**src/design/simd_consts.svh**
```systemverilog
// Width constants for the SIMD execute stage
// Included by the RTL and the testbench wherever vector sizes are needed
`ifndef SIMD_CONSTS_SVH
`define SIMD_CONSTS_SVH

// Vector register width in bits
`define SIMD_VLEN 128

// Width of one functional unit lane
`define SIMD_DATA_SIZE 64

`define SIMD_VELEMENTS (`SIMD_VLEN / `SIMD_DATA_SIZE)  // Lanes per vector

// One mask bit per byte of the vector
`define SIMD_VMASK_W (`SIMD_VLEN / 8)

`define SIMD_TAG_W 5  // Destination tag carried through the stage

`endif

```
**src/design/simd_pkg.sv**
```systemverilog
// Shared types of the SIMD execute stage
// Element width, operand source and opcode encodings
package simd_pkg;

    // Selected element width
    typedef enum logic [1:0] {
        SEW_8  = 2'b00,
        SEW_16 = 2'b01,
        SEW_32 = 2'b10,
        SEW_64 = 2'b11
    } sew_e;

    // Where the first vector operand comes from
    typedef enum logic [1:0] {
        SRC_VV = 2'b00,  // Vector register vs1
        SRC_VX = 2'b01,  // Scalar rs1, replicated
        SRC_VI = 2'b10   // Sign-extended immediate, replicated
    } src_e;

    // SIMD opcodes
    typedef enum logic [3:0] {
        VADD    = 4'd0,
        VSUB    = 4'd1,  // vs2 - vs1
        VAND    = 4'd2,
        VOR     = 4'd3,
        VXOR    = 4'd4,
        VMSEQ   = 4'd5,  // One per element where equal
        VMV_X_S = 4'd6,  // Element 0 to scalar
        VEXT    = 4'd7,  // Element rs1 to scalar
        VCNT    = 4'd8   // Leading equal elements
    } simd_op_e;

endpackage

```
**src/design/simd_lane_if.sv**
```systemverilog
// Operand and result bundle between the SIMD core and one functional unit
// Purely combinational, one instance per 64-bit lane
`timescale 1ns/100ps

`include "simd_consts.svh"

interface simd_lane_if;
    import simd_pkg::*;

    simd_op_e                   op;
    sew_e                       sew;
    logic [`SIMD_DATA_SIZE-1:0] vs1;
    logic [`SIMD_DATA_SIZE-1:0] vs2;
    logic [`SIMD_DATA_SIZE-1:0] vd;   // Lane result

    // SIMD core side
    modport core (output op, sew, vs1, vs2, input vd);

    // Functional unit side
    modport lane (input op, sew, vs1, vs2, output vd);

endinterface

```
**src/design/functional_unit.sv**
```systemverilog
// One 64-bit lane of the SIMD execute stage
// Works on packed sub-elements of the selected width, carries stay inside each element
`timescale 1ns/100ps

`include "simd_consts.svh"

module functional_unit (
    simd_lane_if.lane lane  // Operands in, lane result out
);
    import simd_pkg::*;

    localparam int NBYTES = `SIMD_DATA_SIZE / 8;

    logic [2:0]                 byte_off_mask;  // Byte offset bits inside one element
    logic [NBYTES-1:0]          byte_eq;
    logic [`SIMD_DATA_SIZE-1:0] arith_res;
    logic [`SIMD_DATA_SIZE-1:0] seq_res;

    // 1, 2, 4 or 8 bytes per element
    assign byte_off_mask = 3'((4'd1 << lane.sew) - 4'd1);

    // Byte-sliced add/sub, the carry chain restarts at each element border
    always_comb begin
        logic       carry;
        logic [7:0] opnd;
        logic [8:0] sum;
        carry = 1'b0;
        opnd = 8'h00;
        sum = 9'h000;
        arith_res = '0;
        for (int b = 0; b < NBYTES; b++) begin
            opnd = (lane.op == VSUB) ? ~lane.vs1[b*8+:8] : lane.vs1[b*8+:8];
            if ((3'(b) & byte_off_mask) == 3'd0) begin
                carry = (lane.op == VSUB);  // +1 completes the two's complement
            end
            sum = {1'b0, lane.vs2[b*8+:8]} + {1'b0, opnd} + {8'h00, carry};
            arith_res[b*8+:8] = sum[7:0];
            carry = sum[8];
        end
    end

    always_comb begin
        for (int b = 0; b < NBYTES; b++) begin
            byte_eq[b] = (lane.vs1[b*8+:8] == lane.vs2[b*8+:8]);
        end
    end

    // Element equal when all of its bytes match, result goes to bit 0 of the element
    always_comb begin
        logic elem_eq;
        elem_eq = 1'b1;
        seq_res = '0;
        for (int b = 0; b < NBYTES; b++) begin
            elem_eq = 1'b1;
            if ((3'(b) & byte_off_mask) == 3'd0) begin
                for (int k = 0; k < NBYTES; k++) begin
                    if ((3'(k) & ~byte_off_mask) == 3'(b)) begin
                        elem_eq = elem_eq & byte_eq[k];
                    end
                end
                seq_res[b*8] = elem_eq;
            end
        end
    end

    always_comb begin
        case (lane.op)
            VADD, VSUB: lane.vd = arith_res;
            VAND:       lane.vd = lane.vs2 & lane.vs1;
            VOR:        lane.vd = lane.vs2 | lane.vs1;
            VXOR:       lane.vd = lane.vs2 ^ lane.vs1;
            VMSEQ:      lane.vd = seq_res;
            default:    lane.vd = '0;  // Scalar-only ops
        endcase
    end

endmodule

```
**src/design/simd_exe_stage.sv**
```systemverilog
// SIMD execute stage top level
// Issue and output registers around the SIMD core, valid/ready on both sides
`timescale 1ns/100ps

`include "simd_consts.svh"

module simd_exe_stage (
    input  logic                       clk_i,
    input  logic                       arst_n_i,
    input  logic                       in_valid_i,
    output logic                       in_ready_o,
    input  simd_pkg::simd_op_e         op_i,
    input  simd_pkg::sew_e             sew_i,
    input  simd_pkg::src_e             src_i,
    input  logic [`SIMD_VLEN-1:0]      data_vs1_i,
    input  logic [`SIMD_VLEN-1:0]      data_vs2_i,
    input  logic [`SIMD_DATA_SIZE-1:0] data_rs1_i,
    input  logic [4:0]                 imm_i,
    input  logic [`SIMD_VMASK_W-1:0]   data_vm_i,
    input  logic [`SIMD_VLEN-1:0]      data_old_vd_i,
    input  logic [`SIMD_TAG_W-1:0]     tag_i,
    output logic                       out_valid_o,
    input  logic                       out_ready_i,
    output logic [`SIMD_TAG_W-1:0]     out_tag_o,
    output logic [`SIMD_VLEN-1:0]      vresult_o,
    output logic [`SIMD_DATA_SIZE-1:0] scalar_o,
    output logic                       vector_we_o,
    output logic                       scalar_we_o
);
    import simd_pkg::*;

    // Issue register
    logic                       iss_valid_q;
    simd_op_e                   iss_op_q;
    sew_e                       iss_sew_q;
    src_e                       iss_src_q;
    logic [`SIMD_VLEN-1:0]      iss_vs1_q;
    logic [`SIMD_VLEN-1:0]      iss_vs2_q;
    logic [`SIMD_DATA_SIZE-1:0] iss_rs1_q;
    logic [4:0]                 iss_imm_q;
    logic [`SIMD_VMASK_W-1:0]   iss_vm_q;
    logic [`SIMD_VLEN-1:0]      iss_old_vd_q;
    logic [`SIMD_TAG_W-1:0]     iss_tag_q;

    // Output register
    logic                       out_valid_q;
    logic                       vector_we_q;
    logic                       scalar_we_q;

    logic [`SIMD_VLEN-1:0]      vresult_d;
    logic [`SIMD_DATA_SIZE-1:0] scalar_d;
    logic                       out_adv;     // Output register can take new data
    logic                       iss_is_scalar;

    assign out_adv    = !out_valid_q || out_ready_i;
    assign in_ready_o = !iss_valid_q || out_adv;

    always_ff @(posedge clk_i or negedge arst_n_i) begin
        if (!arst_n_i) begin
            iss_valid_q <= 1'b0;
            out_valid_q <= 1'b0;
        end else begin
            if (in_ready_o) iss_valid_q <= in_valid_i;
            if (out_adv) out_valid_q <= iss_valid_q;
        end
    end

    always_ff @(posedge clk_i) begin
        if (in_valid_i && in_ready_o) begin
            iss_op_q     <= op_i;
            iss_sew_q    <= sew_i;
            iss_src_q    <= src_i;
            iss_vs1_q    <= data_vs1_i;
            iss_vs2_q    <= data_vs2_i;
            iss_rs1_q    <= data_rs1_i;
            iss_imm_q    <= imm_i;
            iss_vm_q     <= data_vm_i;
            iss_old_vd_q <= data_old_vd_i;
            iss_tag_q    <= tag_i;
        end
    end

    simd_unit u_simd_unit (
        .op_i          (iss_op_q),
        .sew_i         (iss_sew_q),
        .src_i         (iss_src_q),
        .data_vs1_i    (iss_vs1_q),
        .data_vs2_i    (iss_vs2_q),
        .data_old_vd_i (iss_old_vd_q),
        .data_rs1_i    (iss_rs1_q),
        .imm_i         (iss_imm_q),
        .data_vm_i     (iss_vm_q),
        .vresult_o     (vresult_d),
        .scalar_o      (scalar_d)
    );

    assign iss_is_scalar = (iss_op_q == VMV_X_S) || (iss_op_q == VEXT) || (iss_op_q == VCNT);

    // Results held here while the consumer stalls
    always_ff @(posedge clk_i) begin
        if (iss_valid_q && out_adv) begin
            out_tag_o   <= iss_tag_q;
            vresult_o   <= vresult_d;
            scalar_o    <= scalar_d;
            vector_we_q <= !iss_is_scalar;
            scalar_we_q <= iss_is_scalar;
        end
    end

    assign out_valid_o = out_valid_q;
    assign vector_we_o = out_valid_q & vector_we_q;
    assign scalar_we_o = out_valid_q & scalar_we_q;

endmodule

```
**src/design/simd_unit.sv**
```systemverilog
// Combinational core of the SIMD execute stage
// Replicates the scalar operand, runs the lanes, merges under the byte mask
// and forms the scalar result of move, extract and count
`timescale 1ns/100ps

`include "simd_consts.svh"

module simd_unit (
    input  simd_pkg::simd_op_e      op_i,
    input  simd_pkg::sew_e          sew_i,
    input  simd_pkg::src_e          src_i,
    input  logic [`SIMD_VLEN-1:0]      data_vs1_i,
    input  logic [`SIMD_VLEN-1:0]      data_vs2_i,
    input  logic [`SIMD_VLEN-1:0]      data_old_vd_i,
    input  logic [`SIMD_DATA_SIZE-1:0] data_rs1_i,
    input  logic [4:0]                 imm_i,        // Sign-extended before use
    input  logic [`SIMD_VMASK_W-1:0]   data_vm_i,    // One bit per byte
    output logic [`SIMD_VLEN-1:0]      vresult_o,
    output logic [`SIMD_DATA_SIZE-1:0] scalar_o
);
    import simd_pkg::*;

    localparam int MIDX_W = $clog2(`SIMD_VMASK_W);

    logic [`SIMD_DATA_SIZE-1:0] scalar_src;
    logic [`SIMD_VLEN-1:0]      scalar_rep;
    logic [`SIMD_VLEN-1:0]      vs1_sel;
    logic [`SIMD_VLEN-1:0]      vd_all;       // Unmasked lane results
    simd_op_e                   lane_op;
    logic [MIDX_W-1:0]          byte_off_mask;
    logic                       is_scalar_op;
    logic [`SIMD_DATA_SIZE-1:0] elem_ones;    // Ones over one element width
    logic [6:0]                 ext_shift;
    logic [`SIMD_VLEN-1:0]      ext_vec;
    logic [MIDX_W:0]            elem_cnt;     // Elements per vector
    logic [MIDX_W:0]            lead_cnt;

    assign scalar_src = (src_i == SRC_VX) ? data_rs1_i
                                          : {{(`SIMD_DATA_SIZE-5){imm_i[4]}}, imm_i};

    always_comb begin
        case (sew_i)
            SEW_8:   scalar_rep = {(`SIMD_VLEN/8){scalar_src[7:0]}};
            SEW_16:  scalar_rep = {(`SIMD_VLEN/16){scalar_src[15:0]}};
            SEW_32:  scalar_rep = {(`SIMD_VLEN/32){scalar_src[31:0]}};
            default: scalar_rep = {(`SIMD_VLEN/64){scalar_src}};
        endcase
    end

    assign vs1_sel = (src_i == SRC_VV) ? data_vs1_i : scalar_rep;

    // VCNT needs the compare result of every element
    assign lane_op = (op_i == VCNT) ? VMSEQ : op_i;

    genvar i;
    generate
        for (i = 0; i < `SIMD_VELEMENTS; i++) begin : g_lane
            simd_lane_if lane_if ();

            assign lane_if.op  = lane_op;
            assign lane_if.sew = sew_i;
            assign lane_if.vs1 = vs1_sel[i*`SIMD_DATA_SIZE+:`SIMD_DATA_SIZE];
            assign lane_if.vs2 = data_vs2_i[i*`SIMD_DATA_SIZE+:`SIMD_DATA_SIZE];

            functional_unit u_fu (
                .lane (lane_if.lane)
            );

            assign vd_all[i*`SIMD_DATA_SIZE+:`SIMD_DATA_SIZE] = lane_if.vd;
        end
    endgenerate

    assign byte_off_mask = MIDX_W'((5'd1 << sew_i) - 5'd1);
    assign is_scalar_op  = (op_i == VMV_X_S) || (op_i == VEXT) || (op_i == VCNT);

    // Each byte follows the mask bit of its element's first byte
    always_comb begin
        logic [MIDX_W-1:0] first;
        first = '0;
        vresult_o = data_old_vd_i;
        for (int j = 0; j < `SIMD_VMASK_W; j++) begin
            first = MIDX_W'(j) & ~byte_off_mask;
            if (data_vm_i[first] && !is_scalar_op) begin
                vresult_o[j*8+:8] = vd_all[j*8+:8];
            end
        end
    end

    always_comb begin
        case (sew_i)
            SEW_8:   elem_ones = 64'h0000_0000_0000_00ff;
            SEW_16:  elem_ones = 64'h0000_0000_0000_ffff;
            SEW_32:  elem_ones = 64'h0000_0000_ffff_ffff;
            default: elem_ones = '1;
        endcase
    end

    assign elem_cnt  = (MIDX_W+1)'(`SIMD_VMASK_W) >> sew_i;
    assign ext_shift = 7'({data_rs1_i[3:0], 3'b000} << sew_i);  // Bit offset of element rs1
    assign ext_vec   = data_vs2_i >> ext_shift;

    // Count of equal elements from index 0, stops at the first mismatch
    always_comb begin
        logic found_zero;
        found_zero = 1'b0;
        lead_cnt = '0;
        for (int j = 0; j < `SIMD_VMASK_W; j++) begin
            if ((MIDX_W'(j) & byte_off_mask) == '0) begin
                if (!vd_all[j*8]) begin
                    found_zero = 1'b1;
                end else if (!found_zero) begin
                    lead_cnt = lead_cnt + 1'b1;
                end
            end
        end
    end

    always_comb begin
        case (op_i)
            VMV_X_S: scalar_o = data_vs2_i[`SIMD_DATA_SIZE-1:0] & elem_ones;
            VEXT: begin
                if (data_rs1_i >= `SIMD_DATA_SIZE'(elem_cnt)) begin
                    scalar_o = '0;  // Index past the last element
                end else begin
                    scalar_o = ext_vec[`SIMD_DATA_SIZE-1:0] & elem_ones;
                end
            end
            VCNT:    scalar_o = `SIMD_DATA_SIZE'(lead_cnt);
            default: scalar_o = '0;
        endcase
    end

endmodule

```
**config.mk**
```make
export PLATFORM = sky130hd
export DESIGN_NAME = simd_exe_stage
export DESIGN_NICKNAME = d
export VERILOG_FILES = /design/src/design/simd_pkg.sv /design/src/design/simd_lane_if.sv /design/src/design/functional_unit.sv /design/src/design/simd_exe_stage.sv /design/src/design/simd_unit.sv
export VERILOG_INCLUDE_DIRS = /design/src /design/src/design
export SDC_FILE = /design/constraint.sdc
export NUM_CORES = 2
export LEC_CHECK = 0
export ABC_AREA = 1
export BUFFER_PORTS_ARGS = -buffer_cell sky130_fd_sc_hd__buf_2
export CORE_AREA = 4 4 201 398
export CTS_CLUSTER_DIAMETER = 60
export DETAILED_ROUTE_END_ITERATION = 7
export DIE_AREA = 0 0 205 402
export GPL_TIMING_DRIVEN = 0
export MAX_ROUTING_LAYER = met4
export PLACE_DENSITY = 0.82
export SYNTH_ARGS = -nofsm -noshare
export SYNTH_HDL_FRONTEND = slang
export SYNTH_SLANG_ARGS = --single-unit
```
**constraint.sdc**
```tcl
create_clock -name clk_i -period 24.2 [get_ports clk_i]
set_clock_uncertainty 0.2 [all_clocks]
set_input_delay 2.42 -clock clk_i [delete_from_list [all_inputs] [get_ports clk_i]]
set_output_delay 2.42 -clock clk_i [all_outputs]
set_load 0.05 [all_outputs]
```
==> reports/metrics.cfg, run 1 <==
[global_routing]
overflow=51
grt.total_usage_pct=66.6
grt_pass1_wl_mm=375
grt_max_degree=137
first_global_vias=49100

[clock_network]
root_buffer=clkbuf_16
cts_buffer_depth=3
cts_sinks=683
h-tree-depth=2
cts_made_buffers=58

[synthesis]
ys_ff_latch=683
synth_edf_count=681
yosysUniqueCellTypes=66
synth_warnings=0
synth_area_per_cell_sq_um=8.88
synth_flop_cell=edfxtp_1
synth_top_area_cell=edfxtp_1
synth_area_sq_um=45000
syn-instance-count=5062
synth_fp_nets=5971
seq_area_frac_synth_pct=45.6
async_flop_share_pct=0.293
yosysTopAreaCellShare_pct=45.5
synth_area_leaders=edfxtp_1 (45%), ha_1 (11%), nand2_1 (9.3%), o21ai_0 (7.4%), inv_1 (4.5%)

[place]
gp_congestion=1.28
post-place-cells=6781
dpl.hpwl_mm=197
portBuffers=686

[run_status]
stop_stage=5_1_grt
first-error=[ERROR GRT-0116] Global routing finished with congestion. Check the congestion regions in the DRC Viewer.
status=aborted with a tool error

[floorplanning]
rows=144
die_h_microns=402
io_pins=687
initial_core_util_pct=58.4
die_x_microns=205

cells in the mapped netlist (all sizes together) (43+ instances only):
master / instances
nand3: 143
o2111ai: 45
inv: 564
xor2: 135
clkbuf: 186
o22ai: 45
edfxtp: 681
mux2: 43
nand2: 1151
ha: 393
o21ai: 678
nor2: 393
a21oi: 229
stage by stage:
step                hold slack [ns]  cell area, sq um  util, %  worst slack [ns]  TNS (ns)
floorplan                     0.200             45000        -              5.20         0
global placement              0.205             49700     64.6             -1.96     -7.27
detailed placement            0.205             50000     64.9             -2.39     -8.80
CTS                           0.221             52000     67.6            0.0473         0
cell families after synthesis:
| logic type | Yosys count | share of synthesized area, % |
|---|---|---|
| flip-flops | 683 | 45.6 |
| AND/OR/NAND/NOR | 1775 | 16.3 |
| XOR/XNOR | 137 | 2.67 |
| buffers and inverters | 794 | 6.65 |
| adder cells (fa/ha/maj) | 423 | 12.3 |
| AO/OA/AOI/OAI | 1192 | 15.1 |
| multiplexers | 58 | 1.41 |
routing by layer:
metal,GRT overflow,global-route usage [%]
met4,20,71.5
met3,0,37.8
met5,-,-
met1,0,64.8
met2,31,87.0
timing repair:
item	in CTS
gates resized for setup	14
setup endpoints to repair	4
hold endpoints to repair	0
pin swaps	1
hold buffers	0
buffers inserted	1
==> run 2: changes to the inputs <==
Settings changed: CORE_AREA 4 4 201 398 to 4 4 341 343, CTS_CLUSTER_DIAMETER 60 to default, DIE_AREA 0 0 205 402 to 0 0 345 347, MAX_ROUTING_LAYER met4 to default, PLACE_DENSITY 0.82 to default, PLACE_DENSITY_LB_ADDON from default to 0.15.
==> run 2 against run 1 <==
Net effect:
- the flow now finishes, with violations (capacitance limit, slew limit)
- synthesized cell count unchanged
- area after synthesis stayed put
==> reports/metrics.cfg, run 2 <==
[power_and_ir_drop]
switching_share_pct=39.9
switching_power_uw=1570
power_uw=3930
internal-power_uw=2360
pwr_density_cell_nw_per_um2=73.9
pwr-share-comb_pct=34.6
clkPwrFrac_pct=27.0
p_seq_share_pct=38.4
power.leakage_uw=0.0236
max-vdd-ir-drop_uv=63.3

[timing]
relSlewSlack_pct=-13.8
finalHoldViolations=0
setup_viol=0
hold_ws_ns=0.222
drv_slew=115
worstMarginPinSlew_ns=1.69
fin_crit_sh_pct=95.1
period_minus_slack_ns=23.03
fmax_mhz=43.4

[global_routing]
first_global_vias=40900
antenna_found_initial=21
grt_pass1_wl_mm=338
grt.total_usage_pct=41.2
overflow=0
grt_max_degree=145

[synthesis]
syn-instance-count=5062  ; unchanged
yosysTopAreaCellShare_pct=45.5  ; unchanged
synth_fp_nets=5971  ; unchanged
synth_area_sq_um=45000  ; unchanged
synth_top_area_cell=edfxtp_1  ; unchanged
seq_area_frac_synth_pct=45.6  ; unchanged
synth_commonest_cells=nand2_1 (1,116), edfxtp_1 (681), o21ai_0 (668)  ; unchanged
async_flop_share_pct=0.293  ; unchanged
synth_flop_cell=edfxtp_1  ; unchanged
synth_edf_count=681  ; unchanged
ys_ff_latch=683  ; unchanged
synth_most_common_cell=nand2_1  ; unchanged
yosysUniqueCellTypes=66  ; unchanged
synth_area_leaders=edfxtp_1 (45%), ha_1 (11%), nand2_1 (9.3%), o21ai_0 (7.4%), inv_1 (4.5%)  ; unchanged
synth_area_per_cell_sq_um=8.88  ; unchanged
synth_warnings=0  ; unchanged

[place]
portBuffers=686  ; unchanged
gp_congestion=1.10  ; was 1.28
dpl.hpwl_mm=211  ; was 197 mm

[clock_network]
cts_buffer_depth=3  ; unchanged
cts_made_buffers=73  ; was 58
clk_latency_ns=0.72
cts_sinks=683  ; unchanged
tritoncts=built
clk_pin_slew_ns=0.06
root_buffer=clkbuf_16  ; unchanged
h-tree-depth=3  ; was 2

[floorplanning]
io_pins=687  ; unchanged
die_x_microns=345  ; was 205 microns
core_area_sq_um=114000
rows=124  ; was 144
dieArea_sq_um=120000
initial_core_util_pct=39.6  ; was 58.4%
die_h_microns=347  ; was 402 microns

[worst_setup_path]
end_kind=flop
path_common_cell=inv_1
cp_slowest_cell=fa_1
worstSetupPathType=flop to flop
critPathRequiredTime_ns=24.39
max_stage_delay_ns=0.65
startpoint_type=flop
cp.arrival_ns=23.22
critPathBufInv=33
path_delay_family=adder cells
critPathMaxFanout=10

[cells_and_area]
multi_input_area_sq_um=21600
utilization_pct=46.8
final_cell_mix=nand2_1 (1,114), buf_2 (688), edfxtp_1 (681)
nFillCells=11100
seq_area_sq_um=20500
nets=6763
area_delta_synth_final_pct=18.2
layout_commonest_cell=nand2_1
drive_gt1_share_pct=16.9

[drt]
routed_wl_mm=257
drt-initial-drc-count=6257
drt_pass1_iterations=6
ant_nets=0
post_drt_wl_per_cell_microns=34.6
vias=43800
via_per_inst=5.90
remaining_drc_errors=0

[run_status]
violations=capacitance limit, slew limit
status=finished with violations  ; was aborted with a tool error

[worst_hold_path]
min_path_type=flop to flop

[job]
drv_cap=22

## run 2: cell type report
type,instances,area share (%)
tap,1512,3.56
inverter,581,4.13
clock buffer,89,3.59
sequential,683,38.6
antenna,10,0.0471
buffer,213,1.56
timing repair buffer,717,7.31
clock inverter,41,0.614
multi-input combinational,3585,40.6
## run 2: final timing paths
| path | end | depth (start not counted) | slack [ns] | start |
|---|---|---|---|---|
| min in group asynchronous | iss_valid_q | 1 | 1.30 | arst_n_i |
| min reg2reg | out_tag_o[0] | 0 | 0.22 | iss_tag_q[0] |
| max | scalar_o[1] | 130 | 1.17 | iss_op_q[3] |
| min | out_tag_o[0] | 0 | 0.22 | iss_tag_q[0] |
| max reg2reg | scalar_o[1] | 130 | 1.17 | iss_op_q[3] |
| max in group asynchronous | out_valid_o | 1 | 22.40 | arst_n_i |
## run 2: layer usage
layer  up-vias  GRT usage (%)  part of all wire [%]
met5         -              0                 0.021
met3       755           11.6                    11
li1      19000              -                     -
met4         8           28.5                   8.6
met1     21100           50.8                    37
met2      2943           62.8                    43
## run 2: through the flow
step | instances | setup TNS [ns] | setup WS [ns] | cell area, sq um
after floorplan | 5062 | 0 | 5.20 | 45000
after global placement | 7260 | -8.18 | -2.24 | 50300
after detailed placement | 7281 | -8.11 | -2.23 | 50700
after CTS | 7412 | 0 | 0.268 | 53000
after global routing | 7424 | -0.00909 | -0.00909 | 53100
final | 7431 | 0 | 1.17 | 53200
## run 2: logic make-up (layout without fill, tap and decap cells)
group / after synthesis / in the layout / synth area share, %
flops: 683 / 683 / 45.6
other cells: 0 / 10 / 0
fa+ha+maj: 423 / 423 / 12.3
compound gates: 1192 / 1192 / 15.1
simple gates: 1775 / 1775 / 16.3
mux: 58 / 58 / 1.41
xor+xnor: 137 / 137 / 2.67
buf+inv: 794 / 1641 / 6.65
## run 2: power by group through the flow
stage	clock network [uW]	registers (uW)	logic, uW
after floorplan	0	1680	614
after global placement	0	1600	1270
after detailed placement	0	1530	1290
after CTS	1080	1510	1300
after global routing	1130	1510	1430
final	1060	1510	1360
## run 2: repair_timing
| item | CTS | global route |
|---|---|---|
| setup endpoints to repair | 4 | 4 |
| buffers inserted | 1 | 0 |
| hold buffers | 0 | 0 |
| resized for setup | 13 | 36 |
| pin swaps | 1 | 1 |
## run 2: worst register-to-register path: cells and delay by family (launching register included)
family / cells / cell delay, ns
compound gates: 34 / 5.45
xor+xnor: 1 / 0.25
fa+ha+maj: 21 / 8.38
buf+inv: 33 / 3.58
flops: 1 / 0.51
simple gates: 41 / 4.36
(Power assumes the default switching activity.)
